--- src/hdl/lsu_pkg.sv ---
package lsu_pkg;

	localparam logic [2:0] f3_lb  = 3'b000;
	localparam logic [2:0] f3_lh  = 3'b001;
	localparam logic [2:0] f3_lw  = 3'b010;
	localparam logic [2:0] f3_lbu = 3'b100;
	localparam logic [2:0] f3_lhu = 3'b101;
	localparam logic [2:0] f3_sb  = 3'b000;
	localparam logic [2:0] f3_sh  = 3'b001;
	localparam logic [2:0] f3_sw  = 3'b010;

	localparam logic [1:0] axi_resp_okay = 2'b00;

	localparam logic [31:0] wide_base_reset    = 32'h0f000000;
	localparam logic [31:0] wide_limit_reset   = 32'h0f002000;
	localparam logic [31:0] narrow_base_reset  = 32'h80000000;
	localparam logic [31:0] narrow_limit_reset = 32'hc0000000;

	typedef struct packed {
		logic [2:0]  funct3;
		logic [31:0] src1;
		logic [31:0] src2;
		logic [31:0] imm;
		logic        is_store;
	} lsu_req_t;

	typedef struct packed {
		logic [31:0] load_data;
		logic        was_store;
	} lsu_resp_t;

	// Each window covers base up to, but not including, limit.
	typedef struct packed {
		logic [31:0] wide_base;
		logic [31:0] wide_limit;
		logic [31:0] narrow_base;
		logic [31:0] narrow_limit;
	} lsu_region_t;

	localparam lsu_region_t region_reset = '{
		wide_base:    wide_base_reset,
		wide_limit:   wide_limit_reset,
		narrow_base:  narrow_base_reset,
		narrow_limit: narrow_limit_reset
	};

	typedef struct packed {
		logic [31:0] addr;
		logic [2:0]  size;
	} axi_ar_t;

	typedef struct packed {
		logic [31:0] addr;
		logic [2:0]  size;
	} axi_aw_t;

	typedef struct packed {
		logic [63:0] data;
		logic [7:0]  strb;
	} axi_w_t;

	typedef struct packed {
		logic [63:0] data;
		logic [1:0]  resp;
	} axi_r_t;

endpackage

--- src/hdl/lsu_load_align.sv ---
`timescale 1ns/1ns

module lsu_load_align (
	input  logic [63:0]          rdata,
	input  logic [31:0]          addr,
	input  logic [2:0]           funct3,
	input  lsu_pkg::lsu_region_t region,
	output logic [31:0]          load_data
);

	import lsu_pkg::*;

	logic        in_wide;
	logic        in_narrow;
	logic [31:0] half;
	logic [31:0] shifted;
	logic [31:0] raw;

	assign in_wide   = (addr >= region.wide_base) && (addr < region.wide_limit);
	assign in_narrow = (addr >= region.narrow_base) && (addr < region.narrow_limit);

	// The upper half is only reachable through the wide window.
	assign half    = (in_wide && addr[2]) ? rdata[63:32] : rdata[31:0];
	assign shifted = half >> {addr[1:0], 3'b000};
	assign raw     = (in_wide || in_narrow) ? shifted : half;

	always_comb begin
		case (funct3)
			f3_lb:   load_data = {{24{raw[7]}}, raw[7:0]};
			f3_lh:   load_data = {{16{raw[15]}}, raw[15:0]};
			f3_lw:   load_data = raw;
			f3_lbu:  load_data = {24'b0, raw[7:0]};
			f3_lhu:  load_data = {16'b0, raw[15:0]};
			default: load_data = '0;
		endcase
	end

endmodule

--- src/hdl/lsu_core.sv ---
`timescale 1ns/1ns

module lsu_core (
	input  logic                 clock,
	input  logic                 rst,
	input  lsu_pkg::lsu_req_t    req,
	input  logic                 req_valid,
	output logic                 req_ready,
	output lsu_pkg::lsu_resp_t   resp,
	output logic                 resp_valid,
	input  lsu_pkg::lsu_region_t region,
	output lsu_pkg::axi_ar_t     ar,
	output logic                 arvalid,
	input  logic                 arready,
	input  lsu_pkg::axi_r_t      r,
	input  logic                 rvalid,
	output logic                 rready,
	output lsu_pkg::axi_aw_t     aw,
	output logic                 awvalid,
	input  logic                 awready,
	output lsu_pkg::axi_w_t      w,
	output logic                 wvalid,
	input  logic                 wready,
	input  logic                 bvalid,
	output logic                 bready
);

	import lsu_pkg::*;

	lsu_req_t    req_q;
	logic        busy;
	logic        accept;
	logic        done;
	logic [31:0] addr;
	logic [2:0]  size;
	logic [3:0]  mask;
	logic [31:0] aligned;

	assign accept    = req_valid & req_ready;
	assign req_ready = ~busy;

	assign addr = req_q.src1 + req_q.imm;
	assign size = {1'b0, req_q.funct3[1:0]};

	always_comb begin
		case (req_q.funct3)
			f3_sb:   mask = 4'b0001;
			f3_sh:   mask = 4'b0011;
			f3_sw:   mask = 4'b1111;
			default: mask = 4'b0000;
		endcase
	end

	assign ar.addr = addr;
	assign ar.size = size;
	assign aw.addr = addr;
	assign aw.size = size;
	assign w.strb  = {4'b0, mask} << addr[2:0];
	assign w.data  = {32'b0, req_q.src2} << {addr[2:0], 3'b000};

	assign rready = 1'b1;
	assign bready = 1'b1;

	assign done = busy & (req_q.is_store ? (bvalid & bready) : (rvalid & rready));

	always_ff @(posedge clock) begin
		if (accept) begin
			req_q <= req;
		end
	end

	// A valid rises in the cycle after acceptance and holds until its ready is seen.
	always_ff @(posedge clock) begin
		if (rst) begin
			busy    <= 1'b0;
			arvalid <= 1'b0;
			awvalid <= 1'b0;
			wvalid  <= 1'b0;
		end else begin
			if (accept) begin
				busy <= 1'b1;
			end else if (done) begin
				busy <= 1'b0;
			end
			arvalid <= (arvalid & ~arready) | (~arvalid & accept & ~req.is_store);
			awvalid <= (awvalid & ~awready) | (~awvalid & accept & req.is_store);
			wvalid  <= (wvalid & ~wready) | (~wvalid & accept & req.is_store);
		end
	end

	lsu_load_align i_load_align (
		.rdata     (r.data),
		.addr      (addr),
		.funct3    (req_q.funct3),
		.region    (region),
		.load_data (aligned)
	);

	always_ff @(posedge clock) begin
		if (done) begin
			resp.load_data <= req_q.is_store ? 32'b0 : aligned;
			resp.was_store <= req_q.is_store;
		end
	end

	always_ff @(posedge clock) begin
		if (rst) begin
			resp_valid <= 1'b0;
		end else begin
			resp_valid <= done;
		end
	end

endmodule

--- config.mk ---
export PLATFORM = sky130hd
export DESIGN_NAME = lsu_core
export DESIGN_NICKNAME = d
export VERILOG_FILES = /design/src/hdl/lsu_pkg.sv /design/src/hdl/lsu_load_align.sv /design/src/hdl/lsu_core.sv
export SDC_FILE = /design/constraint.sdc
export NUM_CORES = 1
export LEC_CHECK = 0
export BUFFER_PORTS_ARGS = -buffer_cell sky130_fd_sc_hd__buf_2
export CAP_MARGIN = 30
export CORE_AREA = 2 2 198 200
export DETAILED_ROUTE_END_ITERATION = 8
export DIE_AREA = 0 0 200 202
export PLACE_DENSITY = 0.59
export SYNTH_ARGS = -nofsm -noshare
export SYNTH_HDL_FRONTEND = slang
export SYNTH_HIERARCHICAL = 1
export SYNTH_SLANG_ARGS = --single-unit
--- constraint.sdc ---
create_clock -name clock -period 7.6 [get_ports clock]
set_clock_uncertainty 0.05 [all_clocks]
set_input_delay 0.76 -clock clock [delete_from_list [all_inputs] [get_ports clock]]
set_output_delay 0.76 -clock clock [all_outputs]
set_load 0.1 [all_outputs]
======== After elaboration in Yosys (flattened, before gate mapping) ========
Cells that the tools add are included.
storage, ports and cells
  bits in registers ....................... 138
  word-level logic and storage cells ...... 59
  output and inout port bits .............. 182
cells by class
  eq/ne operators ......................... 4
  bitwise operators ....................... 22
  shift-type cells ........................ 3
  order comparisons ....................... 4
  reduce and logical (&&, ||, !) cells .... 6
  add/sub/neg operators ................... 1
  multiplexer cells ....................... 7
operator list
  cell                  count
  $pmux W32 S5          1
  $ge A32 B32 Y1        2
  $lt A32 B32 Y1        2
  $mux W32              2
  $shl A32 B6 Y64       1
  $add A32 B32 Y32      1
  $shr A32 B5 Y32       1
  $pmux W4 S3           1
  $and A1 B1 Y1         11
  $not A1 Y1            8
  $shl A4 B3 Y8         1
  $eq A3 B3 Y1 const B  2
  $eq A3 B1 Y1 const B  1
  $eq A3 B2 Y1 const B  1
  $logic_and A1 B1 Y1   3
  $logic_not A3 Y1      1
  $mux W1               3
  $or A1 B1 Y1          3
  $reduce_bool A2 Y1    1
  $logic_or A1 B1 Y1    1

======== Longest topological paths before layout ========
Gate-level depths: netlist (run 1).
  word-level depth ........................ 8
  mapped depth ............................ 22
  gate-level depth less buffers ........... 20

======== Modules after synthesis ========
Netlist (run 1), hierarchy kept.
modules (own cells, without submodules)
  module          area each (sq um)  seq. area each (sq um)  times used  cells each
  lsu_core        7736.2             4093.9                  1           727
  lsu_load_align  4365.4             0.0                     1           612

======== Least setup slack after synthesis (run 1) ========
Ideal clock, no wire load.
  kind .................................... register to output
  start point ............................. register req_q[1] in the netlist's numbering
  end point ............................... output w[2] in the netlist's numbering
  stages on the path, launching flop included .. 6
  buffers on the path ..................... 1
  data arrival time ....................... 7.007 ns
  setup slack ............................. -0.217 ns
  cell sequence ........................... edfxtp_1 -> ha_1 -> fa_1 -> inv_1 -> clkbuf_1 -> a2111oi_0
RTL lines
  item                    line            text
  from (decl)             lsu_core.sv:30  lsu_req_t req_q;
  from (signal assigned)  lsu_core.sv:68  req_q <= req;
  to (decl)               lsu_core.sv:21  output lsu_pkg::axi_w_t w,

======== Worst setup path after layout (run 1) ========
  start point ............................. register req_q[1] in the netlist's numbering
  end point ............................... register resp[21] in the netlist's numbering, data pin
on the way
  cells in the longest elaborated chain, start to end .. 8
ends and longest elaborated chain
  item                                                     line                  text
  $add A32 B32 Y32 (*)                                     lsu_core.sv:42        assign addr = req_q.src1 + req_q.imm;
  $ge A32 B32 Y1 / $lt A32 B32 Y1 (equally long branches)  lsu_load_align.sv:19  assign in_wide = (addr >= region.wide_base) && (addr < region.wide_limit);
  $logic_and A1 B1 Y1                                      lsu_load_align.sv:19
  $logic_and A1 B1 Y1                                      lsu_load_align.sv:23  assign half = (in_wide && addr[2]) ? rdata[63:32] : rdata[31:0];
  $mux W32                                                 lsu_load_align.sv:23
  $shr A32 B5 Y32                                          lsu_load_align.sv:24  assign shifted = half >> {addr[1:0], 3'b000};
  $mux W32 (*)                                             lsu_load_align.sv:25  assign raw = (in_wide || in_narrow) ? shifted : half;
  $pmux W32 S5 (*)                                         lsu_load_align.sv:28  case (funct3)
  named net aligned[20]                                    lsu_core.sv:37        logic [31:0] aligned;
  to (decl)                                                lsu_core.sv:9         output lsu_pkg::lsu_resp_t resp,
Mark *: on every way through the listed nets, which the timed path passes. The rest lies on a longest branch.
A chain may end at the register's enable or synchronous reset.

==> summary by stage, run 1 <==
Logic synthesis
The area share of the leading cell type in the synthesized netlist is 33.0%. The synthesized design contains between 100 and 150 enable-type register cells. The synthesized netlist devotes about 19% of its cell area to compound gates.

The synthesized netlist devotes 14.7% of its cell area to simple gates. In this run the cell area of the synthesized design comes to 12,100 um2. The proportion of synthesized area in mux cells is under 10%.

The combinational family with the most area after synthesis is compound AO/OA/AOI/OAI gates. The post-synthesis xor/xnor area fraction is around 2.1%. The unique cell type count in the Yosys netlist is 73. Ranked by total cell area, the synthesized netlist is headed by sky130_fd_sc_hd__edfxtp_1 33%, sky130_fd_sc_hd__ha_1 16%, sky130_fd_sc_hd__a21oi_1 4.5%, sky130_fd_sc_hd__inv_1 4.2%, sky130_fd_sc_hd__mux2i_1 4.1%. For this run, the register share of the synthesized area comes to between 30% and 40%. The average instance in the mapped netlist occupies 9.04 um2.

The synthesized netlist cell count is around 1.3k. After synthesis, the share of flip-flops with an asynchronous set or reset is 0%. The synthesized design spends more area on one cell type than any other, namely sky130_fd_sc_hd__edfxtp_1.

The adder-cell share of the synthesized area is between 10% and 20%. Yosys printed 6 warnings. The register bit count reported by yosys is 138. The predominant post-synthesis flop cell is sky130_fd_sc_hd__edfxtp_1.

GRT
The number of antenna violations at the first check in global routing is 4. The first global-routing pass estimated 64,300 um of wire. After global routing the overflow that remains totals 0.

Entering global routing, the biggest net connects 75 pins. In the global route stage, overall resource usage came out at 21.3%. The via count of the first global-routing pass came to around 11k.

Drt
The number of vias per cell after detailed routing is 5.07. The detailed router finished its first iteration with between 600 and 700 violations. The overall via count from detail_route is 11.8k.

The final antenna-violating net count is 0. The residual DRC count is 0. The routed wirelength normalized by instance count is 19.0 um.

After detailed routing, the total wire length is 44,100 um. The number of iterations in the first detailed-routing pass is 5.

Placed design
The detailed-placement wirelength estimate is 35,400 um. Before CTS, the worst setup slack after placement is 0.915 ns. The number of placed instances, taps included, is 2,282.

The routability congestion estimate from global placement is between 0.8 and 0.9. Input and output buffers added on the ports amount to 477.

Setup path
In this run the register-to-register setup slack is between 1 and 1.5 ns. The critical path goes through ha_2 -> fa_2 -> a21o_1 -> a221oi_2 -> a2111o_1 -> a21oi_2 -> a211oi_2 -> xnor2_1 -> ha_1 -> nand4_1 -> nor4bb_1 -> and2_0 -> a22oi_1 -> a2111oi_4 -> mux2i_1 -> a2111oi_2 -> a2111oi_4 -> o21ba_4 -> o21ai_1 -> nor2b_1. The depth of the worst register-to-register path is 20.

Among all stages on the critical path, the largest delay is contributed by sky130_fd_sc_hd__a2111oi_4. By startpoint and endpoint, the worst setup path is classified as flip-flop to flip-flop. STA classifies the critical path startpoint as a flip-flop.

In this run the critical register-to-register path is launched from req_q[1]$_DFFE_PP_. The most common cell type on the critical path is sky130_fd_sc_hd__a2111oi_4. For this run, the slowest stage of the critical path takes 0.68 ns.

The data arrival time of the critical path is around 6.7 ns. The worst register-to-register path ends at resp[21]$_SDFFCE_PP0P_. Of all nets on the critical path, the largest fanout is 16. Data on the critical path is required at its endpoint by 7.73 ns. The kind of capture point of the worst setup path is a flip-flop.

Layout
The post-route non-filler standard cell count is 2,319. The proportion of layout cells with a drive suffix above 1 is between 30% and 40%. At the end of the flow, the number of nets in the layout was 2,244. The signed area change from the synthesized netlist to the final layout is 28.4%.

STA
Once routing completed, OpenROAD measured the worst setup slack at between 1 and 1.5 ns. The minimum clock period is 6.55 ns. Setup repair after global routing left no endpoint under its margin.

Hold timing on the final database bottoms out at a slack of between 0.4 and 0.5 ns. The number of pins exceeding their max-slew limit in the final report is 0. After layout, the worst path uses about 86% of the clock period. The number of endpoints with negative hold slack in the final report is 0.

The worst relative slew slack is a little under a third. The setup TNS is 0 ns. The number of setup violations in the final report is 0. The maximum clock rate is 153 MHz. The slew of the pin with the lowest slew margin is 1.04 ns.

Min path
The number of stages on the worst hold path is 1. The worst hold endpoint is req_q[55]$_DFFE_PP_. In this run the most critical hold path is launched from req[55]. The path class of the tightest hold or removal check is primary input to flip-flop.

Power and ir drop
In this run the static leakage power is 7.42 nW. VDD sags by at most 0.000240 V. The ratio of total power to cell area is 292 nW/um2.

Run
The tool flagged a number of max-cap violations equal to 0.

CTS
The largest buffer count on any clock path is 2. The H-tree generated during clock tree synthesis spans 4 levels. The clock tree from TritonCTS is yes. In this run, CTS created clock tree buffers numbering 17. The worst-skew pair later-pin latency is 0.45 ns. The total setup buffers inserted after CTS is 0.

The clock net in this run drives a total of around 140 sinks. The clock-pin slew reported for the worst setup and hold paths after clock tree synthesis is ~0.07 ns. The number of instances resized during post-cts repair is 0. The tree is rooted in a sky130_fd_sc_hd__clkbuf_16.

The number of hold buffers added after cts is 0.

Outcome
The run finished with clean final reports.

Die
The floorplan step set the die width to 200 um. The die area is 40,400 um2. The number of core rows is 72. The floorplan step set the die height to a little over 200 um. After floorplanning, the core was sized to cover around 38,000 um2. The number of ports placed on the die boundary is 484. The effective utilization at floorplan is 31.6%.
## power breakdown
group          switching (mW)  internal (mW)
clock network           0.341          0.457
logic                    2.17          0.659
registers              0.0241          0.895
total                    2.53           2.01
## cells by family after synthesis
family,count (synthesis)
and+or+nand+nor,374
AOI/OAI and AO/OA,343
buffers and inverters,227
adders and majority gates,158
DFF,138
muxes,68
xor gates and xnor gates,29
other,2
## per-stage QoR
| stage | util [%] | instance area, um2 | power [mW] |
|---|---|---|---|
| 4_1_cts | 40.5 | 15500 | 4.57 |
| 2_1_floorplan | - | 12100 | 3.17 |
| 3_5_place_dp | 39.1 | 15000 | 3.76 |
| 3_3_place_gp | 39.0 | 14900 | 3.73 |
| 5_1_grt | 40.6 | 15500 | 4.79 |
| 6_report | 40.6 | 15500 | 4.55 |
## layout by cell type (no fill, tap or decap), drive strengths merged, types with 5 or more instances in the layout
cell,count
nor3,21
a21o,19
a22oi,10
nand4,20
a221oi,13
o21a,14
and3,8
ha,157
a31oi,6
o21bai,13
xor2,6
nand3,30
o211ai,7
nor2,127
a21oi,111
edfxtp,133
mux2i,49
a211oi,10
nand2,94
nor2b,40
o22ai,18
and2,12
mux2,18
inv,140
and4,7
dfxtp,5
clkbuf,21
o21ai,85
clkinv,6
xnor2,23
buf,513
a2111oi,12
## worst max path at each step
stage / depth (start not counted) / endpoint / startpoint
2_1_floorplan: 20 / resp[25]$_SDFFCE_PP0P_ / req_q[13]$_DFFE_PP_
3_3_place_gp: 20 / resp[21]$_SDFFCE_PP0P_ / req_q[1]$_DFFE_PP_
3_5_place_dp: 20 / resp[21]$_SDFFCE_PP0P_ / req_q[1]$_DFFE_PP_
4_1_cts: 20 / resp[21]$_SDFFCE_PP0P_ / req_q[1]$_DFFE_PP_
5_1_grt: 20 / resp[20]$_SDFFCE_PP0P_ / req_q[1]$_DFFE_PP_
6_report: 20 / resp[21]$_SDFFCE_PP0P_ / req_q[1]$_DFFE_PP_
## per-layer routing
metal	vias up	GRT usage, %	part of all wire [%]
li1	5719	-	-
met1	5572	27.4	44
met2	406	36.2	48
met3	58	3.34	4.9
met4	0	7.17	2.4
met5	-	0	0
## state kept, by name (all words and copies together) (netlist names)
name and flops:
ar 2, req_q 98, arvalid 1, awvalid 1
wvalid 1, resp 33, resp_valid 1, busy 1
## cell type report
class / count / area, um2
antenna: 4 / 10.0
clock buffer: 21 / 482
clock inverter: 11 / 87.6
fill: 3916 / 22700
inverter: 138 / 518
multi-input combinational: 976 / 7010
sequential: 138 / 4090
tap: 518 / 648
timing repair buffer: 513 / 2690
## critical path, delay by kind of cell, from the launching register on
kind                     cells  cell delay (ns)
XOR/XNOR                     1             0.30
adder cells (fa/ha/maj)      3             0.99
AND/OR/NAND/NOR              4             0.97
multiplexers                 1             0.20
flip-flops                   1             0.38
AO/OA/AOI/OAI               11             3.37
## synthesized netlist by cell type, types with 28 or more instances
| master | n |
|---|---|
| sky130_fd_sc_hd__nand3_1 | 29 |
| sky130_fd_sc_hd__nor2b_1 | 40 |
| sky130_fd_sc_hd__ha_1 | 157 |
| sky130_fd_sc_hd__o21ai_1 | 28 |
| sky130_fd_sc_hd__a21oi_1 | 110 |
| sky130_fd_sc_hd__nand2_1 | 94 |
| sky130_fd_sc_hd__o21ai_0 | 56 |
| sky130_fd_sc_hd__edfxtp_1 | 133 |
| sky130_fd_sc_hd__nor2_1 | 127 |
| sky130_fd_sc_hd__inv_1 | 137 |
| sky130_fd_sc_hd__mux2i_1 | 49 |
| sky130_fd_sc_hd__buf_4 | 40 |
| sky130_fd_sc_hd__clkbuf_1 | 30 |
No activity file was read; power rests on OpenSTA's default activity.
==> run 2, diff against run 1 <==
--- a/config.mk
+++ b/config.mk
@@ -7,10 +7,10 @@
 export LEC_CHECK = 0
 export BUFFER_PORTS_ARGS = -buffer_cell sky130_fd_sc_hd__buf_2
 export CAP_MARGIN = 30
-export CORE_AREA = 2 2 198 200
+export CORE_AREA = 2 2 188 190
 export DETAILED_ROUTE_END_ITERATION = 8
-export DIE_AREA = 0 0 200 202
-export PLACE_DENSITY = 0.59
+export DIE_AREA = 0 0 190 192
+export PLACE_DENSITY = 0.64
 export SYNTH_ARGS = -nofsm -noshare
 export SYNTH_HDL_FRONTEND = slang
 export SYNTH_HIERARCHICAL = 1
==> run 2 against run 1 <==
Net effect: largest power group unchanged; sequential share of layout area increased by 0.068 points; largest cell class unchanged; critical path depth rose by 1; via count rose by 0.24%; worst hold slack better by 0.0033 ns; global-route usage up 0.98 points; total power is 0.15% higher; sequential cell count unchanged; combinational power barely moved; fmax decreased by 0.64%; setup slack worse by 0.042 ns.
==> summary by stage, run 2 (synthesis gave the netlist of run 1 again) <==
Layout
The library cells used most frequently in the layout, excluding fill and tap cells, are 477 x sky130_fd_sc_hd__buf_2, 156 x sky130_fd_sc_hd__ha_1, 137 x sky130_fd_sc_hd__inv_1. The total area of multi-input combinational cells is 7010 um2. The filler cell count in the final layout is 3,388. In the final design database the tool counted between 2k and 2.5k nets.

From synthesis to final layout, the design area changed by 28.1%. In the final layout, the share of cells above drive strength 1 is between 30% and 40%. The library cell used most frequently in the layout, excluding fill and tap cells, is sky130_fd_sc_hd__buf_2.

The post-route non-filler standard cell count is 2,268. The register area is 4090 um2. The number of flip-flops under the largest register name is 98.

The register containing the most flip-flops in the final layout is req_q.

Setup path
The worst setup path is captured at a flip-flop. The top fanout value on the critical path is 16. The worst setup path is of the flip-flop to flip-flop kind.

The type of element launching the critical path is a flip-flop. The data required time of the worst path is 7.75 ns. The data arrival time of the critical path is between 6 and 7 ns.

STA
The slew of the pin with the lowest slew margin is 0.990 ns. For the finished layout, the period the worst path requires is 6.59 ns. The setup TNS is 0 ns. Setup repair after global routing left no endpoint under its margin.

The number of pins exceeding their max-slew limit in the final report was 0. Measured against its own limit, the worst slew margin works out to 33.9%. The number of setup violations in the final report is 0. The maximum clock rate is 152 MHz. The tightest hold path in the finished design has a slack of 0.438 ns.

The ratio of final minimum period to clock period is 86.7%. The number of endpoints with negative hold slack in the final report was 0.

CTS
For the worst-skew pair, the clock arrives at the later sink with an insertion delay of 0.44 ns. In this run, post-CTS hold repair placed 0 buffers. Counting along the longest clock path gives a buffer depth of 2.

The number of H-tree branching levels is 4. The master cell of the clock root buffer is sky130_fd_sc_hd__clkbuf_16. The clock-pin slew reported for the worst setup and hold paths after clock tree synthesis is 0.07 ns.

The TritonCTS sink count is 138. TritonCTS built the clock tree. Buffers added to address setup during post-CTS repair amount to 0. The number of instances resized during post-cts repair is 0. The number of clock buffers inserted by TritonCTS is 17.

Drt
The number of vias per cell after detailed routing is 5.20. Summing over every cut layer, the via total after detailed routing is roughly 12k. The residual DRC count is 0.

The count of nets left with antenna violations once routing finished came out at 0. The routed design has 42,600 um of wire. After detailed routing, the average wire length per cell comes to around 19 um. The number of design-rule violations left by the first detailed-router iteration is approximately 750. The number of iterations in the first detailed-routing pass is 5.

Die
The height of the chip is 192 um. The effective utilization at floorplan is 35.3%. The floorplan has 68 rows. The floorplan step set the die width to around 190 um. The die area is ~36,000 um2. The number of ports placed on the die boundary is 484.

The area of the core is 34,300 um2.

Min path
The tightest min-delay check is of the primary input to flip-flop type.

Placed design
Routability-driven placement finished with a final weighted congestion of 0.930. The count of input and output buffers is 477. The detailed-placement wirelength estimate is about 34,000 um.

The number of placed instances with taps included is between 2k and 2.5k.

Power and ir drop
IR analysis of the VDD net gives a maximum drop of around 0.00034 V. For this design the ratio of total power to cell area is between 200 and 300 nW/um2. Summed over all cells, the static leakage comes to approximately 7.4 nW. The total power is roughly 4.6 mW.

GRT
The via count of the first global-routing pass came to about 11k. The largest net degree at the start of global routing is 66. The number of antenna violations at the first check in global routing is 12. The overall overflow remaining after global route is 0.

The first global-routing pass estimated approximately 61,000 um of wire. The global routing usage summed across all routing layers is approximately 22%.

Run
Max-cap violations in this run came to 0.

Outcome
The flow ran to the end, and the final reports show no timing, DRC or antenna violations.
## run 2: layer usage
layer / track usage (%) / vias up / routed length [um]
met5: 0 / - / 0
met1: 29.1 / 5492 / 18500
met2: 35.9 / 482 / 19900
li1: - / 5716 / -
met3: 3.71 / 93 / 2620
met4: 10.7 / 0 / 1620
## run 2: final timing paths
check | slack (ns) | start | cells past startpoint | end
worst max-delay path | 1.01 | req_q[1]$_DFFE_PP_ | 21 | resp[31]$_SDFFCE_PP0P_
worst min-delay path | 0.44 | req[97] | 1 | ar[0]$_DFFE_PP_
worst max register to register | 1.01 | req_q[1]$_DFFE_PP_ | 21 | resp[31]$_SDFFCE_PP0P_
worst min register to register | 0.49 | busy$_SDFFE_PP0P_ | 2 | busy$_SDFFE_PP0P_
## run 2: metrics by stage
step | utilization, % | instance area (um2) | setup WS (ns)
3_5_place_dp | 43.4 | 14900 | 1.04
6_report | 45.2 | 15500 | 1.01
2_1_floorplan | - | 12100 | 0.671
5_1_grt | 45.2 | 15500 | 0.712
3_3_place_gp | 43.3 | 14900 | 1.07
4_1_cts | 45.1 | 15500 | 1.03
## run 2: critical path: stages, from the launching register on
cell	delay (ns)
sky130_fd_sc_hd__edfxtp_1	0.38
sky130_fd_sc_hd__ha_2	0.22
sky130_fd_sc_hd__fa_2	0.37
sky130_fd_sc_hd__a21o_1	0.23
sky130_fd_sc_hd__a221oi_2	0.46
sky130_fd_sc_hd__a2111o_1	0.27
sky130_fd_sc_hd__a21oi_2	0.11
sky130_fd_sc_hd__a41oi_1	0.26
sky130_fd_sc_hd__xnor2_1	0.10
sky130_fd_sc_hd__buf_4	0.18
sky130_fd_sc_hd__ha_1	0.30
sky130_fd_sc_hd__nand4_1	0.16
sky130_fd_sc_hd__nor4bb_1	0.62
sky130_fd_sc_hd__and2_0	0.21
sky130_fd_sc_hd__a22oi_1	0.12
sky130_fd_sc_hd__a2111oi_4	0.64
sky130_fd_sc_hd__mux2i_1	0.19
sky130_fd_sc_hd__a2111oi_2	0.55
sky130_fd_sc_hd__a2111oi_4	0.22
sky130_fd_sc_hd__o21ba_4	0.40
sky130_fd_sc_hd__o21ai_1	0.11
sky130_fd_sc_hd__nor2b_1	0.14
## run 2: power breakdown
part | switching, mW | leakage, nW | total (mW) | internal [mW]
Sequential | 0.0237 | 1.31 | 0.918 | 0.895
Combinational | 2.16 | 5.85 | 2.82 | 0.661
Clock | 0.361 | 0.272 | 0.810 | 0.449
Total | 2.55 | 7.43 | 4.55 | 2.00
## run 2: final cells by class
cell class | instances | area share (%)
multi-input combinational | 976 | 45.2
sequential | 138 | 26.4
timing repair buffer | 516 | 17.4
tap | 455 | 3.67
inverter | 138 | 3.34
clock buffer | 18 | 2.91
clock inverter | 14 | 0.807
antenna | 13 | 0.210
